## config.mk

```make
export PLATFORM = sky130hd
export DESIGN_NAME = read_return
export DESIGN_NICKNAME = d
export VERILOG_FILES = /design/src/mem_pkg.sv /design/src/read_return.sv
export VERILOG_INCLUDE_DIRS = /design/src
export SDC_FILE = /design/constraint.sdc
export NUM_CORES = 1
export LEC_CHECK = 0
export ABC_AREA = 0
export BUFFER_PORTS_ARGS = -buffer_cell sky130_fd_sc_hd__buf_4
export CAP_MARGIN = 20
export CORE_ASPECT_RATIO = 1.75
export CORE_MARGIN = 2
export CORE_UTILIZATION = 50
export CTS_BUF_LIST = sky130_fd_sc_hd__clkbuf_2 sky130_fd_sc_hd__clkbuf_4 sky130_fd_sc_hd__clkbuf_8
export CTS_CLUSTER_SIZE = 8
export DETAILED_ROUTE_END_ITERATION = 12
export PLACE_DENSITY_LB_ADDON = 0.2
export RECOVER_POWER = 100
export SYNTH_ARGS = -nofsm -noshare
export SYNTH_HDL_FRONTEND = slang
export SYNTH_SLANG_ARGS = --single-unit
export TNS_END_PERCENT = 30
```

## constraint.sdc

```tcl
create_clock -name i_clk -period 1.9 [get_ports i_clk]
set_input_delay 0.095 -clock i_clk [delete_from_list [all_inputs] [get_ports i_clk]]
set_output_delay 0.095 -clock i_clk [all_outputs]
set_load 0.02 [all_outputs]
```

## src/mem_macros.svh

```systemverilog
`ifndef MEM_MACROS_SVH
`define MEM_MACROS_SVH

//* bank layout, word-interleaved on byte address bits 3:2
`define MEM_NUM_BANK   4
`define MEM_BANK_BITS  2
`define MEM_ROW_BITS   8

//* word and byte lanes
`define MEM_DATA_W     32
`define MEM_BE_W       4
`define MEM_ADDR_W     32

//* requesters per sram port, a = {pe1, pe0, conf}, b = {dma1, dma0}
`define MEM_PORTA_REQ  3
`define MEM_PORTB_REQ  2

`endif

```

## src/mem_pkg.sv

```systemverilog
`include "mem_macros.svh"

package mem_pkg;

  //* one requester's access, byte address and full word
  typedef struct packed {
    logic                   rd;
    logic                   wr;
    logic [`MEM_BE_W-1:0]   be;
    logic [`MEM_ADDR_W-1:0] addr;
    logic [`MEM_DATA_W-1:0] wdata;
  } mem_req_t;

  //* command seen by one port of one bank
  //* wstrb is already gated by the write strobe
  typedef struct packed {
    logic                     rd;
    logic [`MEM_BE_W-1:0]     wstrb;
    logic [`MEM_ROW_BITS-1:0] row;
    logic [`MEM_DATA_W-1:0]   wdata;
  } bank_cmd_t;

  //* read response back to one requester
  typedef struct packed {
    logic                   rvalid;
    logic [`MEM_DATA_W-1:0] rdata;
  } mem_rsp_t;

endpackage

```

## src/read_return.sv

```systemverilog
`timescale 1ns/1ps
`include "mem_macros.svh"

module read_return #(
  parameter int NUM_REQ = 3
) (
  input  logic                                      i_clk,
  input  logic                                      i_rst_n,
  input  logic [`MEM_NUM_BANK-1:0][NUM_REQ-1:0]     i_win,
  input  logic [NUM_REQ-1:0]                        i_rd,
  input  logic [`MEM_NUM_BANK-1:0][`MEM_DATA_W-1:0] i_rdata,
  output mem_pkg::mem_rsp_t [NUM_REQ-1:0]           o_rsp
);

  //* bank owned by each requester, aligned with the sram output register
  logic [NUM_REQ-1:0][`MEM_NUM_BANK-1:0]  own_q;
  logic [NUM_REQ-1:0]                     sel_vld;
  logic [NUM_REQ-1:0][`MEM_DATA_W-1:0]    sel_data;
  logic [NUM_REQ-1:0]                     rvalid_q;
  logic [NUM_REQ-1:0][`MEM_DATA_W-1:0]    rdata_q;

  always_ff @(posedge i_clk or negedge i_rst_n) begin
    if (!i_rst_n) begin
      own_q <= '0;
    end else begin
      for (int r = 0; r < NUM_REQ; r++) begin
        for (int b = 0; b < `MEM_NUM_BANK; b++) begin
          own_q[r][b] <= i_win[b][r] & i_rd[r];
        end
      end
    end
  end

  //* pick the owned bank's word
  always_comb begin
    for (int r = 0; r < NUM_REQ; r++) begin
      sel_vld[r]  = |own_q[r];
      sel_data[r] = '0;
      for (int b = 0; b < `MEM_NUM_BANK; b++) begin
        if (own_q[r][b]) begin
          sel_data[r] = sel_data[r] | i_rdata[b];
        end
      end
    end
  end

  //* second stage, rvalid is a one cycle pulse per read
  always_ff @(posedge i_clk or negedge i_rst_n) begin
    if (!i_rst_n) begin
      rvalid_q <= '0;
      rdata_q  <= '0;
    end else begin
      rvalid_q <= sel_vld;
      for (int r = 0; r < NUM_REQ; r++) begin
        if (sel_vld[r]) begin
          rdata_q[r] <= sel_data[r];
        end
      end
    end
  end

  for (genvar r = 0; r < NUM_REQ; r++) begin : g_rsp
    assign o_rsp[r] = '{rvalid: rvalid_q[r], rdata: rdata_q[r]};

    //* a requester has one address, so the arbiter may hand it one bank at most
    a_single_owner: assert property (@(posedge i_clk) disable iff (!i_rst_n)
      $onehot0(own_q[r]))
      else $error("read_return: requester %0d owns banks %b", r, own_q[r]);
  end

endmodule

```

# ---- Yosys cells after proc, flatten, opt, wreduce, memory -nomap -nowiden
# Index checks and enable logic that the tools add are counted.
dict set report totals {
  register_bits 111
  input_bits 145
  n_memories 0
  rom_bits 0
  output_inout_bits 99
  latchBits 0
  ramBits 0
}
dict set report op_classes {
  n_eq_ne 0
  n_reduce_logical 3
  div_mod_pow 0
  n_lt_le_gt_ge 0
  multipliers 0
  mux 12
  shifts 0
  bitwise 21
  add_sub_neg 0
}
# cell count
set ops {}
lappend ops {{32-bit 2-to-1 mux} 12}
lappend ops {{32-bit bitwise OR} 9}
lappend ops {{1-bit bitwise AND} 12}
lappend ops {{4-bit OR reduction} 3}

# ---- Longest topological paths before layout
dict set report depth {
  word_depth 7
  depth_mapped 6
}

# ---- Worst setup path before layout
# OpenSTA, ideal clock, no wires.
dict set report synth_timing {
  kind {reg2reg}
  startpoint {register own_q[8] in the netlist's numbering}
  endpoint {register rdata_q (netlist bit o_rsp[80])}
  period_less_slack_ns 1.541
  t_required_ns 1.768
  path_stages_with_launch 7
  path_slack_ns 0.359
  setup_ns 0.132
  arrival_ns 1.409
  path_cell_list {dfrtp_1 > clkbuf_2 > or4_4 > buf_6 > buf_6 > nor2_2 > a31oi_2}
}
dict set report synth_between {
  elab_chain_cells 7
  word_cells_on_any_way 8
  classes_between {mux (4); bitwise (3); reduce/logical (1)}
}
# item line_no
set synth_rtl {}
lappend synth_rtl {{from (decl)} read_return.sv:16} ;# logic [NUM_REQ-1:0][`MEM_NUM_BANK-1:0] own_q;
lappend synth_rtl {{from (signal, indexed assignment)} read_return.sv:28} ;# own_q[r][b] <= i_win[b][r] & i_rd[r];
lappend synth_rtl {{32-bit 2-to-1 mux} read_return.sv:40} ;# if (own_q[r][b]) begin
lappend synth_rtl {{32-bit bitwise OR} read_return.sv:41} ;# sel_data[r] = sel_data[r] | i_rdata[b];
lappend synth_rtl {{32-bit 2-to-1 mux} read_return.sv:40}
lappend synth_rtl {{32-bit bitwise OR} read_return.sv:41}
lappend synth_rtl {{32-bit 2-to-1 mux} read_return.sv:40}
lappend synth_rtl {{32-bit bitwise OR} read_return.sv:41}
lappend synth_rtl {{32-bit 2-to-1 mux} read_return.sv:40}
lappend synth_rtl {{to (signal, indexed assignment)} read_return.sv:56} ;# rdata_q[r] <= sel_data[r];
lappend synth_rtl {{to (decl)} read_return.sv:20} ;# logic [NUM_REQ-1:0][`MEM_DATA_W-1:0] rdata_q;
# Several ways; a longest one is shown, not always the timed one.
# A chain may end at the register's enable or synchronous reset.

# ---- Worst setup path in the final report
dict set report layout_timing {
  startpoint {register own_q[8] in the netlist's numbering}
  endpoint {register rdata_q (netlist bit o_rsp[84])}
}
# Same word-level chain as after synthesis.

==> results.py <==
metrics = {
    "die": {
        "die-area_um2": 12500,
        "io_pins": 244,
        "die_w_um": 85.2,
        "start_util": 0.517,
        "core.rowCount": 51,
        "core_area_um2": 11200,
        "chipHeight_um": 146,
    },
    "grt": {
        "grtUsageTotal": 0.342,
        "grt_first_pass_wirelength_um": 34100,
        "antenna_found_initial": 0,
        "globalRoute.totalOverflow": 0,
        "grt_start_max_net_pins": 66,
        "via_count_of_the_first_global_routing_pass": 6762,
    },
    "routing": {
        "final_routed_wirelength_um": 21900,
        "post-route-drc-count": 0,
        "detail-route-antenna-nets": 0,
        "num_vias": 6395,
        "detailedRoute.firstPassIterationCount": 6,
        "route.detailed.vias_per_inst": 6.81,
        "route.detailed.wl_per_inst_um": 23.4,
        "drc_violation_total_after_the_first_tritonroute_iteration": 597,
    },
    "timing": {
        "final.period_utilization": 0.937,
        "final.min_clock_period_ps": 1780,
        "final_hold_viol_count": 0,
        "setup_viol": 0,
        "tightestPinTransition_ps": 832,
        "timing.setup.tns_ps": 0,
        "rsz0062_at_grt": "no",
        "max-slew-margin-rel": 0.445,
        "final_skew_ps": 16.5,
        "number_of_pins_exceeding_their_max_slew_limit_in_the_final_report": 0,
        "fmax_mhz": 562,
    },
    "setup_path": {
        "arrival_ps": 1990,
        "critical_path.startpoint_type": "register",
        "cpMaxStageDelayCell": "sky130_fd_sc_hd__or4_4",
        "worst_path_largest_cell_delay_ps": 880,
        "crit_path_start": "own_q[8]",
        "timing.critical_path.required_ps": 2110,
        "end_kind": "register",
        "worst-setup-path-type": "reg -> reg",
        "ff2ff_path_depth": 3,
        "rr_startpoint": "own_q[8]",
        "critical_path.max_fanout": 65,
        "list_of_cells_traversed_by_the_critical_path": "or4_4, nor2_1, a31oi_2",
    },
    "clocking": {
        "post-cts-setup-buffer-count": 0,
        "cts-buffers-inserted": 9,
        "clk_path_buf_depth": 2,
        "postCtsResizedCells": 0,
        "cts_root_buf": "sky130_fd_sc_hd__clkbuf_8",
        "cts_num_sinks": 111,
        "clkTransAtPathRegs_ps": 110,
        "clock_tree_from_tritoncts": "yes",
        "cts-htree-levels": 3,
        "clock_latency_ps": 380,
        "cts.hold.buffers_added": 25,
    },
    "place": {
        "gpl.final_weighted_congestion": 0.853,
        "placement.cell_area_um2": 7480,
        "port-buffer-count": 243,
        "dp_hpwl_um": 13800,
    },
    "yosys": {
        "yosys-mux-area-fraction": 0,
        "synth_xor_xnor_area_share": 0,
        "synth.ff_latch_count": 111,
        "post_synth_fa_ha_maj_area_fraction": 0,
        "synthesis.area_per_instance_um2": 9.97,
        "yosys.cell_types.count": 11,
        "synth_top_family_by_area": "compound AO/OA/AOI/OAI gates",
        "synth.yosys.seq_area_share": 0.481,
        "post_synth_instance_area_um2": 5770,
        "synthSimpleGateAreaFrac": 0.0856,
        "synth_warnings": 0,
        "synthCells": 579,
        "synthesis.nets": 724,
        "synth_compound_area_frac": 0.365,
    },
    "power": {
        "p_leak_nw": 3.09,
        "ir_drop_v": 0.000652,
        "power_density_nw_per_um2": 839,
        "finalPower_mw": 6.31,
    },
    "status": {
        "run_status": "finished clean",
    },
    "finish": {
        "drive_gt1_frac": 0.230,
        "most_frequent_cells_in_the_layout": "sky130_fd_sc_hd__a22oi_1, sky130_fd_sc_hd__buf_4, sky130_fd_sc_hd__dfrtp_1",
        "insertedDiodeCount": 0,
        "layout.cells.most_common": "sky130_fd_sc_hd__a22oi_1",
        "design.final.nets": 948,
        "design_area_um2": 7510,
        "layout-area-overhead-vs-synth_pct": 30.2,
    },
    "run": {
        "max-cap-violations": 0,
    },
    "min_path": {
        "hold_class": "in -> reg",
        "min_path_cells": 3,
        "min_from": "i_rdata[126]",
    },
}
[final cells by class]
| type | count | area [µm²] |
|---|---|---|
| tap | 132 | 165 |
| fill | 958 | 3650 |
| timing repair buffer | 282 | 1800 |
| sequential | 111 | 2780 |
| clock buffer | 9 | 124 |
| multi-input combinational | 399 | 2570 |
| clock inverter | 6 | 70.1 |
[critical path, delay by kind of cell, from the launching register on]
| family | cells | cell delay (ps) |
|---|---|---|
| compound gates | 1 | 50 |
| simple gates | 2 | 1120 |
| flops | 1 | 400 |
[sequential cells by signal (all words and copies together) (netlist names)]
register  flops
rvalid_q      3
o_rsp        96
own_q        12
[power by group]
group / total, mW / switching [mW] / internal [mW]
Clock: 1.44 / 0.833 / 0.610
Sequential: 2.92 / 0.221 / 2.70
Combinational: 1.95 / 1.27 / 0.680
[routing by layer]
layer	up-vias	part of all wire	GRT usage
met5	-	0	0
li1	2710	-	-
met1	3085	0.34	0.385
met4	0	0.061	0.210
met3	117	0.092	0.0724
met2	483	0.51	0.580
[per-stage QoR]
step	hold WS (ps)	worst slack, ps	util	cells
4_1_cts	50.1	164	0.710	939
3_5_place_dp	66.8	191	0.670	899
6_report	57.5	120	0.673	939
3_3_place_gp	60.7	219	0.670	899
5_1_grt	52.4	21.1	0.673	939
2_1_floorplan	-201	359	-	579
[cell usage after synthesis]
cell type	n	area [µm²]
sky130_fd_sc_hd__a22oi_1	192	1440
sky130_fd_sc_hd__dfrtp_1	111	2780
sky130_fd_sc_hd__a31oi_1	86	538
sky130_fd_sc_hd__nor2_1	86	323
sky130_fd_sc_hd__clkbuf_1	50	188
sky130_fd_sc_hd__buf_6	18	203
sky130_fd_sc_hd__and2_1	12	75.1
sky130_fd_sc_hd__a31oi_2	10	125
sky130_fd_sc_hd__nor2_2	10	62.6
sky130_fd_sc_hd__or4_4	3	33.8
sky130_fd_sc_hd__clkbuf_2	1	5.00
[cells by family (layout without fill, tap and decap cells)]
group,after synthesis,in the layout
DFF,111,111
buffers and inverters,69,297
and+or+nand+nor,111,111
AOI/OAI and AO/OA,288,288
[worst paths after layout]
kind | end | slack (ps)
min in group asynchronous | o_rsp[49] | 330
setup reg to reg | o_rsp[84] | 120
hold / removal | o_rsp[30] | 60
max in group asynchronous | o_rsp[29] | 270
hold reg to reg | o_rsp[72] | 560
setup / recovery | o_rsp[84] | 120
No activity file was read; power rests on OpenSTA's default activity.
