## config.mk

```make
export PLATFORM = sky130hd
export DESIGN_NAME = bank_arbiter
export DESIGN_NICKNAME = d
export VERILOG_FILES = /design/src/mem_pkg.sv /design/src/bank_arbiter.sv
export VERILOG_INCLUDE_DIRS = /design/src
export SDC_FILE = /design/constraint.sdc
export NUM_CORES = 1
export LEC_CHECK = 0
export BUFFER_PORTS_ARGS = -buffer_cell sky130_fd_sc_hd__buf_2
export CAP_MARGIN = 20
export CORE_AREA = 3 3 87 89
export DETAILED_ROUTE_END_ITERATION = 6
export DIE_AREA = 0 0 90 92
export GPL_TIMING_DRIVEN = 0
export PLACE_DENSITY = 0.52
export SYNTH_ARGS = -nofsm -noshare
export SYNTH_HDL_FRONTEND = slang
export SYNTH_SLANG_ARGS = --single-unit
```

## constraint.sdc

```tcl
create_clock -name vclk -period 1.2
set_input_delay 0.06 -clock vclk [all_inputs]
set_output_delay 0.06 -clock vclk [all_outputs]
set_load 0.005 [all_outputs]
```

## src/mem_macros.svh

```systemverilog
`ifndef MEM_MACROS_SVH
`define MEM_MACROS_SVH

//* bank layout, word-interleaved on byte address bits 3:2
`define MEM_NUM_BANK   4
`define MEM_BANK_BITS  2
`define MEM_ROW_BITS   8

//* word and byte lanes
`define MEM_DATA_W     32
`define MEM_BE_W       4
`define MEM_ADDR_W     32

//* requesters per sram port, a = {pe1, pe0, conf}, b = {dma1, dma0}
`define MEM_PORTA_REQ  3
`define MEM_PORTB_REQ  2

`endif

```

## src/mem_pkg.sv

```systemverilog
`include "mem_macros.svh"

package mem_pkg;

  //* one requester's access, byte address and full word
  typedef struct packed {
    logic                   rd;
    logic                   wr;
    logic [`MEM_BE_W-1:0]   be;
    logic [`MEM_ADDR_W-1:0] addr;
    logic [`MEM_DATA_W-1:0] wdata;
  } mem_req_t;

  //* command seen by one port of one bank
  //* wstrb is already gated by the write strobe
  typedef struct packed {
    logic                     rd;
    logic [`MEM_BE_W-1:0]     wstrb;
    logic [`MEM_ROW_BITS-1:0] row;
    logic [`MEM_DATA_W-1:0]   wdata;
  } bank_cmd_t;

  //* read response back to one requester
  typedef struct packed {
    logic                   rvalid;
    logic [`MEM_DATA_W-1:0] rdata;
  } mem_rsp_t;

endpackage

```

## src/bank_arbiter.sv

```systemverilog
`timescale 1ns/1ps
`include "mem_macros.svh"

module bank_arbiter #(
  parameter int NUM_REQ = 3
) (
  input  mem_pkg::mem_req_t [NUM_REQ-1:0]                     i_req,
  output logic [`MEM_NUM_BANK-1:0][NUM_REQ-1:0]               o_win,
  output logic [NUM_REQ-1:0]                                  o_gnt
);

  logic [NUM_REQ-1:0]                      active;
  logic [NUM_REQ-1:0][`MEM_BANK_BITS-1:0]  bank_sel;

  //* decode activity and target bank per requester
  for (genvar r = 0; r < NUM_REQ; r++) begin : g_dec
    assign active[r]   = i_req[r].rd | i_req[r].wr;
    assign bank_sel[r] = i_req[r].addr[`MEM_BANK_BITS+1:2];
  end

  //* lowest index wins, independently for each bank
  always_comb begin : p_pick
    logic taken;
    o_win = '0;
    for (int b = 0; b < `MEM_NUM_BANK; b++) begin
      taken = 1'b0;
      for (int r = 0; r < NUM_REQ; r++) begin
        if (active[r] && !taken && (bank_sel[r] == `MEM_BANK_BITS'(b))) begin
          o_win[b][r] = 1'b1;
          taken       = 1'b1;
        end
      end
    end
  end

  //* idle requesters see gnt high
  // an active one can only have won the bank its address selects
  for (genvar r = 0; r < NUM_REQ; r++) begin : g_gnt
    assign o_gnt[r] = ~active[r] | o_win[bank_sel[r]][r];
  end

  always_comb begin : p_chk
    for (int b = 0; b < `MEM_NUM_BANK; b++) begin
      a_one_winner: assert ($onehot0(o_win[b]))
        else $error("bank_arbiter: bank %0d has winners %b", b, o_win[b]);
    end
  end

endmodule

```

# After elaboration in Yosys (flattened, before gate mapping)
# Cells that the tools add are included.
# Widths: inputs -> output; s select.
# op_classes
muxes	22
n_eq_ne	9
bitwise	9
n_lt_le_gt_ge	3
reduce_logical	31
# ops
operator	count
$logic_and 1x1->1	20
$bmux 3 s2	3
$mux 1	17
$eq 2x2->1 const B	6
$lt 2x3->1 const B	3
$logic_not 1->1	8
$eq 2x1->1 const B	3
$logic_not 2->1	3
$or 1x1->1	6
$mux 3	1
$not 1->1	3
$mux 2	1
# totals
reg_bits	0
in_bits	210
out_inout_bits	15
word_cells	74

# Depth between registers and ports, before layout
# Gate-level depths: netlist (run 1).
# depth
depth_word	14
depth_mapped	4
mapped_depth_nobuf	4

# Worst setup path before layout (run 1)
# Ideal clock, no wire load.
# synth_timing
kind	input to output
startpoint	in i_req[208] (netlist bit)
endpoint	out o_gnt[2]
required_ps	1140
n_path_buf	0
cell_stages	4
arrival_time_ps	998
slack_ps	142
path_cell_list	or2_1 nand2_1 nor4_1 or4_1
# synth_rtl
element	line_no	rtl
start: declaration	bank_arbiter.sv:7	input mem_pkg::mem_req_t [NUM_REQ-1:0] i_req,
end: declaration	bank_arbiter.sv:9	output logic [NUM_REQ-1:0] o_gnt

# Worst setup path after layout (run 1)
# layout_timing
startpoint	in i_req[208] (netlist bit)
endpoint	out o_gnt[2]
# layout_between
elab_chain_len	7
elab_cells_between_ends	17
cone_classes	mux (6); bitwise (3); reduce/logical (8)
# layout_rtl
element	line_no	rtl
$or 1x1->1 (*)	bank_arbiter.sv:17	assign active[r] = i_req[r].rd | i_req[r].wr;
$logic_and 1x1->1 (2 in series)	bank_arbiter.sv:28	if (active[r] && !taken && (bank_sel[r] == `MEM_BANK_BITS'(b))) begin
$mux 1	bank_arbiter.sv:28	
$bmux 3 s2	bank_arbiter.sv:39	assign o_gnt[r] = ~active[r] | o_win[bank_sel[r]][r];
$mux 3 (implied by the code)	bank_arbiter.sv:39	
$or 1x1->1 (*)	bank_arbiter.sv:39	
# Every way passes the cells marked *; elsewhere a longest branch is shown, timed or not. The select of a mux whose other input is x is not followed.

==> results of run 1 <==
[Yosys cell counts, types with 2 or more instances]
master   number
inv_1         3
nor2_1        3
nor2_2        3
nor3_1        3
nor4_1        3
nand2_1       2
nand3_1       2
[metrics by stage]
stage               utilization [%]  cells
global route                   8.81    161
detailed placement             6.89    156
floorplan                         -     34
finish                         8.81    161
CTS                            8.35    161
global placement               6.89    156
[how the worst max path moves through the flow]
stage,cells past startpoint,slack (ps),to,from
5_1_grt,6,-130,o_gnt[2],i_req[208]
4_1_cts,6,-100,o_gnt[2],i_req[34]
3_5_place_dp,6,-160,o_gnt[2],i_req[208]
6_report,6,-110,o_gnt[2],i_req[208]
2_1_floorplan,4,140,o_gnt[2],i_req[208]
3_3_place_gp,6,-150,o_gnt[2],i_req[208]
[final cells by class]
type | count | area (um2) | share of cell area (%)
plain buffers | 1 | 7.51 | 1.25
inverters | 4 | 17.5 | 2.91
multi-input cells | 29 | 256 | 42.6
well taps | 96 | 120 | 20.0
repair buffers | 31 | 200 | 33.3
[per-layer routing]
metal  vias up  track usage [%]  wire length [um]
li1        186                -                 -
met1       165             3.34               537
met2        13             5.91               723
met3         0             1.72               169
met4         0                0                 0
met5         -                0                 0
[cells by family after synthesis]
| kind of cell | count (synthesis) | synth area share, % |
|---|---|---|
| other cells | 1 | 1.70 |
| buf+inv | 5 | 10.2 |
| compound gates | 4 | 15.9 |
| simple gates | 24 | 72.2 |
[worst max-delay path, stage by stage]
cell	delay, ps
buf_2	100
or2_4	280
nand2_4	80
nor4_1	60
or4_1	520
buf_2	160
[power breakdown]
group | switching [mW] | internal [mW]
clock | 0 | 0
sequential | 0 | 0
combinational | 0.0944 | 0.0933
total | 0.0944 | 0.0933
[timing repair]
item,CTS,global route
pin swaps,10,6
setup endpoints to repair,2,2
cloned,0,0
setup buffers,5,0
resized for setup,16,9
==> run metrics, run 1 <==
failing checks=setup timing; time the final worst path needs with I/O delays and setup=1310 ps; gpl congestion=between 0.6 and 0.7; I/O Buffers=26; achievable frequency=0.765 GHz; final setup TNS=-164 ps; largest driver fanout on the critical path=4; Final Hold Slack=381 ps; antenna violations before repair=0; worst hold path startpoint=i_req[34]; PwrDens=312 nW/um2; Setup CP Type=in2out; biggest area consumer among synthesized cells=nor2_2; number of distinct library cells after synthesis=22; Detailed Route Iter0 Violations=8; syn_area_per_cell=~6.5 um2; total congestion overflow after global routing=0; via count of the first global-routing pass=about 380; Routed WL per cell=about 8.9 um; DP Wirelength=about 1200 um; Die Ht=roughly 92 um; most common cell after layout, fill and taps aside=buf_2; number of flip-flops and latches=0; Non-Filler Cell Area, Final=602 um2; Final Setup Violations=2; Initial Utilization=under 10%; kind of launch point of the worst setup path=primary input; number of cell rows=30; cell area after placement=approximately 470 um2; Worst Path Arrival=about 1300 ps; clock tree buffer count of the final layout=0; Yosys warnings=0; most frequent cells in the layout=buf_2, buf_4, buf_6; first-pass GRT wire length=2070 um; Residual DRC=0; cell area after synthesis=220 um2; CTS hold repair buffers=0; leakage=between 0.2 and 0.3 nW; I/O pin count=225; drt first pass iters=2; number of nets in the synthesized netlist=between 200 and 250; fraction of layout cells with a size suffix above 1=~80%; period utilization=109%; post-route total power=0.188 mW; Yosys top cell area share=around 8.5%; number of stages on the worst hold path=3; top post-synthesis cells by area=nor2_2, nor4_1, nor3_4, nor3_1, nor3b_2; number of antenna diodes=0; number of fill cells=between 800 and 900; sequential cell area in the final layout=0 um2; post-synthesis cell count=34; vias=about 360; Area Overhead vs Synth=173%; status=finished with violations; post-detailed-route via-to-cell ratio=2.26; DRT antenna net count=0; PnR worst setup slack=-107 ps; die boundary width=~90 um; Total Nets Final=roughly 280; Endpoint, Worst Hold=o_win[0]; Core Box Area=approximately 6800 um2; WP data required=around 1100 ps; kind of end point of the critical path=output port; final number of max-transition violations=0; maximum resistive drop on vdd=0.0000288 V; largest net degree at the start of global routing=7; post-synthesis sequential area ratio=0%; Total Die Area=8280 um2; global routing usage summed across all routing layers=approximately 3.2%; RSZ-0062 raised after global routing=yes; Min-Delay Path Class=in2out; number of endpoints with negative hold slack in the final report=0; total length of routed wires=1430 um; count of maximum capacitance violations=0; worst slack after detailed placement=-162 ps
Power figures use the tool's default switching activity.
==> inputs of run 2 (changes only) <==
==> constraint.sdc (replaced) <==
create_clock -name vclk -period 1.2
set_input_delay 0.24 -clock vclk [all_inputs]
set_output_delay 0.24 -clock vclk [all_outputs]
set_load 0.005 [all_outputs]
==> run metrics, run 2 (synthesis results as in run 1) <==
cell area after placement=slightly below 500 um2; Die Ht=between 90 and 100 um; leakage=0.302 nW; number of endpoints with negative hold slack in the final report=0; Non-Filler Cell Area, Final=around 730 um2; achievable frequency=a little over 0.6 GHz; time the final worst path needs with I/O delays and setup=around 1600 ps; critical path startpoint=i_req[208]; Routed WL per cell=around 9.9 um; total congestion overflow after global routing=0; die boundary width=90 um; count of maximum capacitance violations=0; sequential cell area in the final layout=0 um2; Worst Path Arrival=~1400 ps; maximum resistive drop on vdd=approximately 0.00013 V; worst slack after detailed placement=-553 ps; global routing usage summed across all routing layers=under 10%; Initial Utilization=approximately 3.2%; Residual DRC=0; number of stages on the worst hold path=3; antenna violations before repair=0; Final Hold Slack=roughly 750 ps; number of antenna diodes=0; most frequent cells in the layout=buf_2, buf_4, buf_6; Min-Delay Path Class=in2out; Core Box Area=6830 um2; number of cell rows=30; gpl congestion=around 0.62; WP data required=between 900 and 1000 ps; final number of max-transition violations=0; drt first pass iters=2; period utilization=136%; DRT antenna net count=0; largest driver fanout on the critical path=4; PnR worst setup slack=-434 ps; Total Nets Final=280; Final Setup Violations=9; post-detailed-route via-to-cell ratio=roughly 2.4; I/O Buffers=26; largest net degree at the start of global routing=7; Total Die Area=approximately 8300 um2; worst hold path startpoint=i_req[34]; DP Wirelength=about 1300 um; fraction of layout cells with a size suffix above 1=85.3%; Detailed Route Iter0 Violations=4; kind of end point of the critical path=output port; CTS hold repair buffers=0; I/O pin count=about 230; critical path's largest stage delay=roughly 520 ps; Area Overhead vs Synth=232%; worst path buffer plus inverter count=2; first-pass GRT wire length=around 2300 um; post-route total power=0.234 mW; vias=about 390; failing checks=setup timing; ordered list of cells on the worst path=buf_6 > or2_4 > nand3_2 > a211oi_2 > or4_1 > buf_2; kind of launch point of the worst setup path=primary input; CP max stage cell=or4_1; most common cell after layout, fill and taps aside=buf_2; PwrDens=roughly 320 nW/um2; Setup CP Type=in2out; via count of the first global-routing pass=slightly above 400; largest delay contributor family on the critical path=simple AND/OR/NAND/NOR gates; Endpoint, Worst Hold=o_win[0]; total length of routed wires=~1600 um; RSZ-0062 raised after global routing=yes; number of flip-flops and latches=0; clock tree buffer count of the final layout=0; status=finished with violations
run 2: changes by cell type in the layout (fill, tap and decap cells not counted), sizes merged:
cell / delta
buf: +3
run 2: repair_timing:
item,CTS,global route
endpoints found under the setup margin,9,10
gates resized for setup,25,17
setup buffers,3,5
cloned,0,0
pin swaps,13,12
run 2: metrics by stage:
stage	setup TNS (ps)	utilization (%)	std cells
2_1_floorplan	-322	-	34
6_report	-1400	10.7	164
3_5_place_dp	-2020	7.18	156
4_1_cts	-1420	9.14	159
5_1_grt	-1910	10.7	164
3_3_place_gp	-1870	7.18	156
run 2: tightest hold or removal path, cell delays in order:
cell    delay, ps
buf_8          90
nor3_4         50
buf_2         120
run 2: area by class of cell:
type / count / area, um2
fill: 823 / 6100
multi-input combinational: 29 / 317
timing repair buffer: 34 / 268
tap: 96 / 120
inverter: 4 / 20.0
buffer: 1 / 7.51
run 2: routing by layer:
layer / GRT usage, % / wire length, um / up-vias
met1: 4.57 / 701 / 182
met3: 1.15 / 127 / 0
met2: 6.04 / 788 / 17
li1: - / - / 194
met5: 0 / 0 / -
met4: 0 / 0 / 0
run 2: worst max-delay path by stage:
stage                to  slack (ps)  cells after the start
6_report       o_gnt[2]        -430                      6
5_1_grt        o_gnt[2]        -490                      6
4_1_cts        o_gnt[2]        -480                      6
2_1_floorplan  o_gnt[2]        -180                      4
3_3_place_gp   o_gnt[2]        -540                      6
3_5_place_dp   o_gnt[2]        -550                      6
run 2: report_power, final:
| part | internal, mW | switching, mW |
|---|---|---|
| Clock | 0 | 0 |
| Sequential | 0 | 0 |
| Combinational | 0.123 | 0.111 |
| Total | 0.123 | 0.111 |
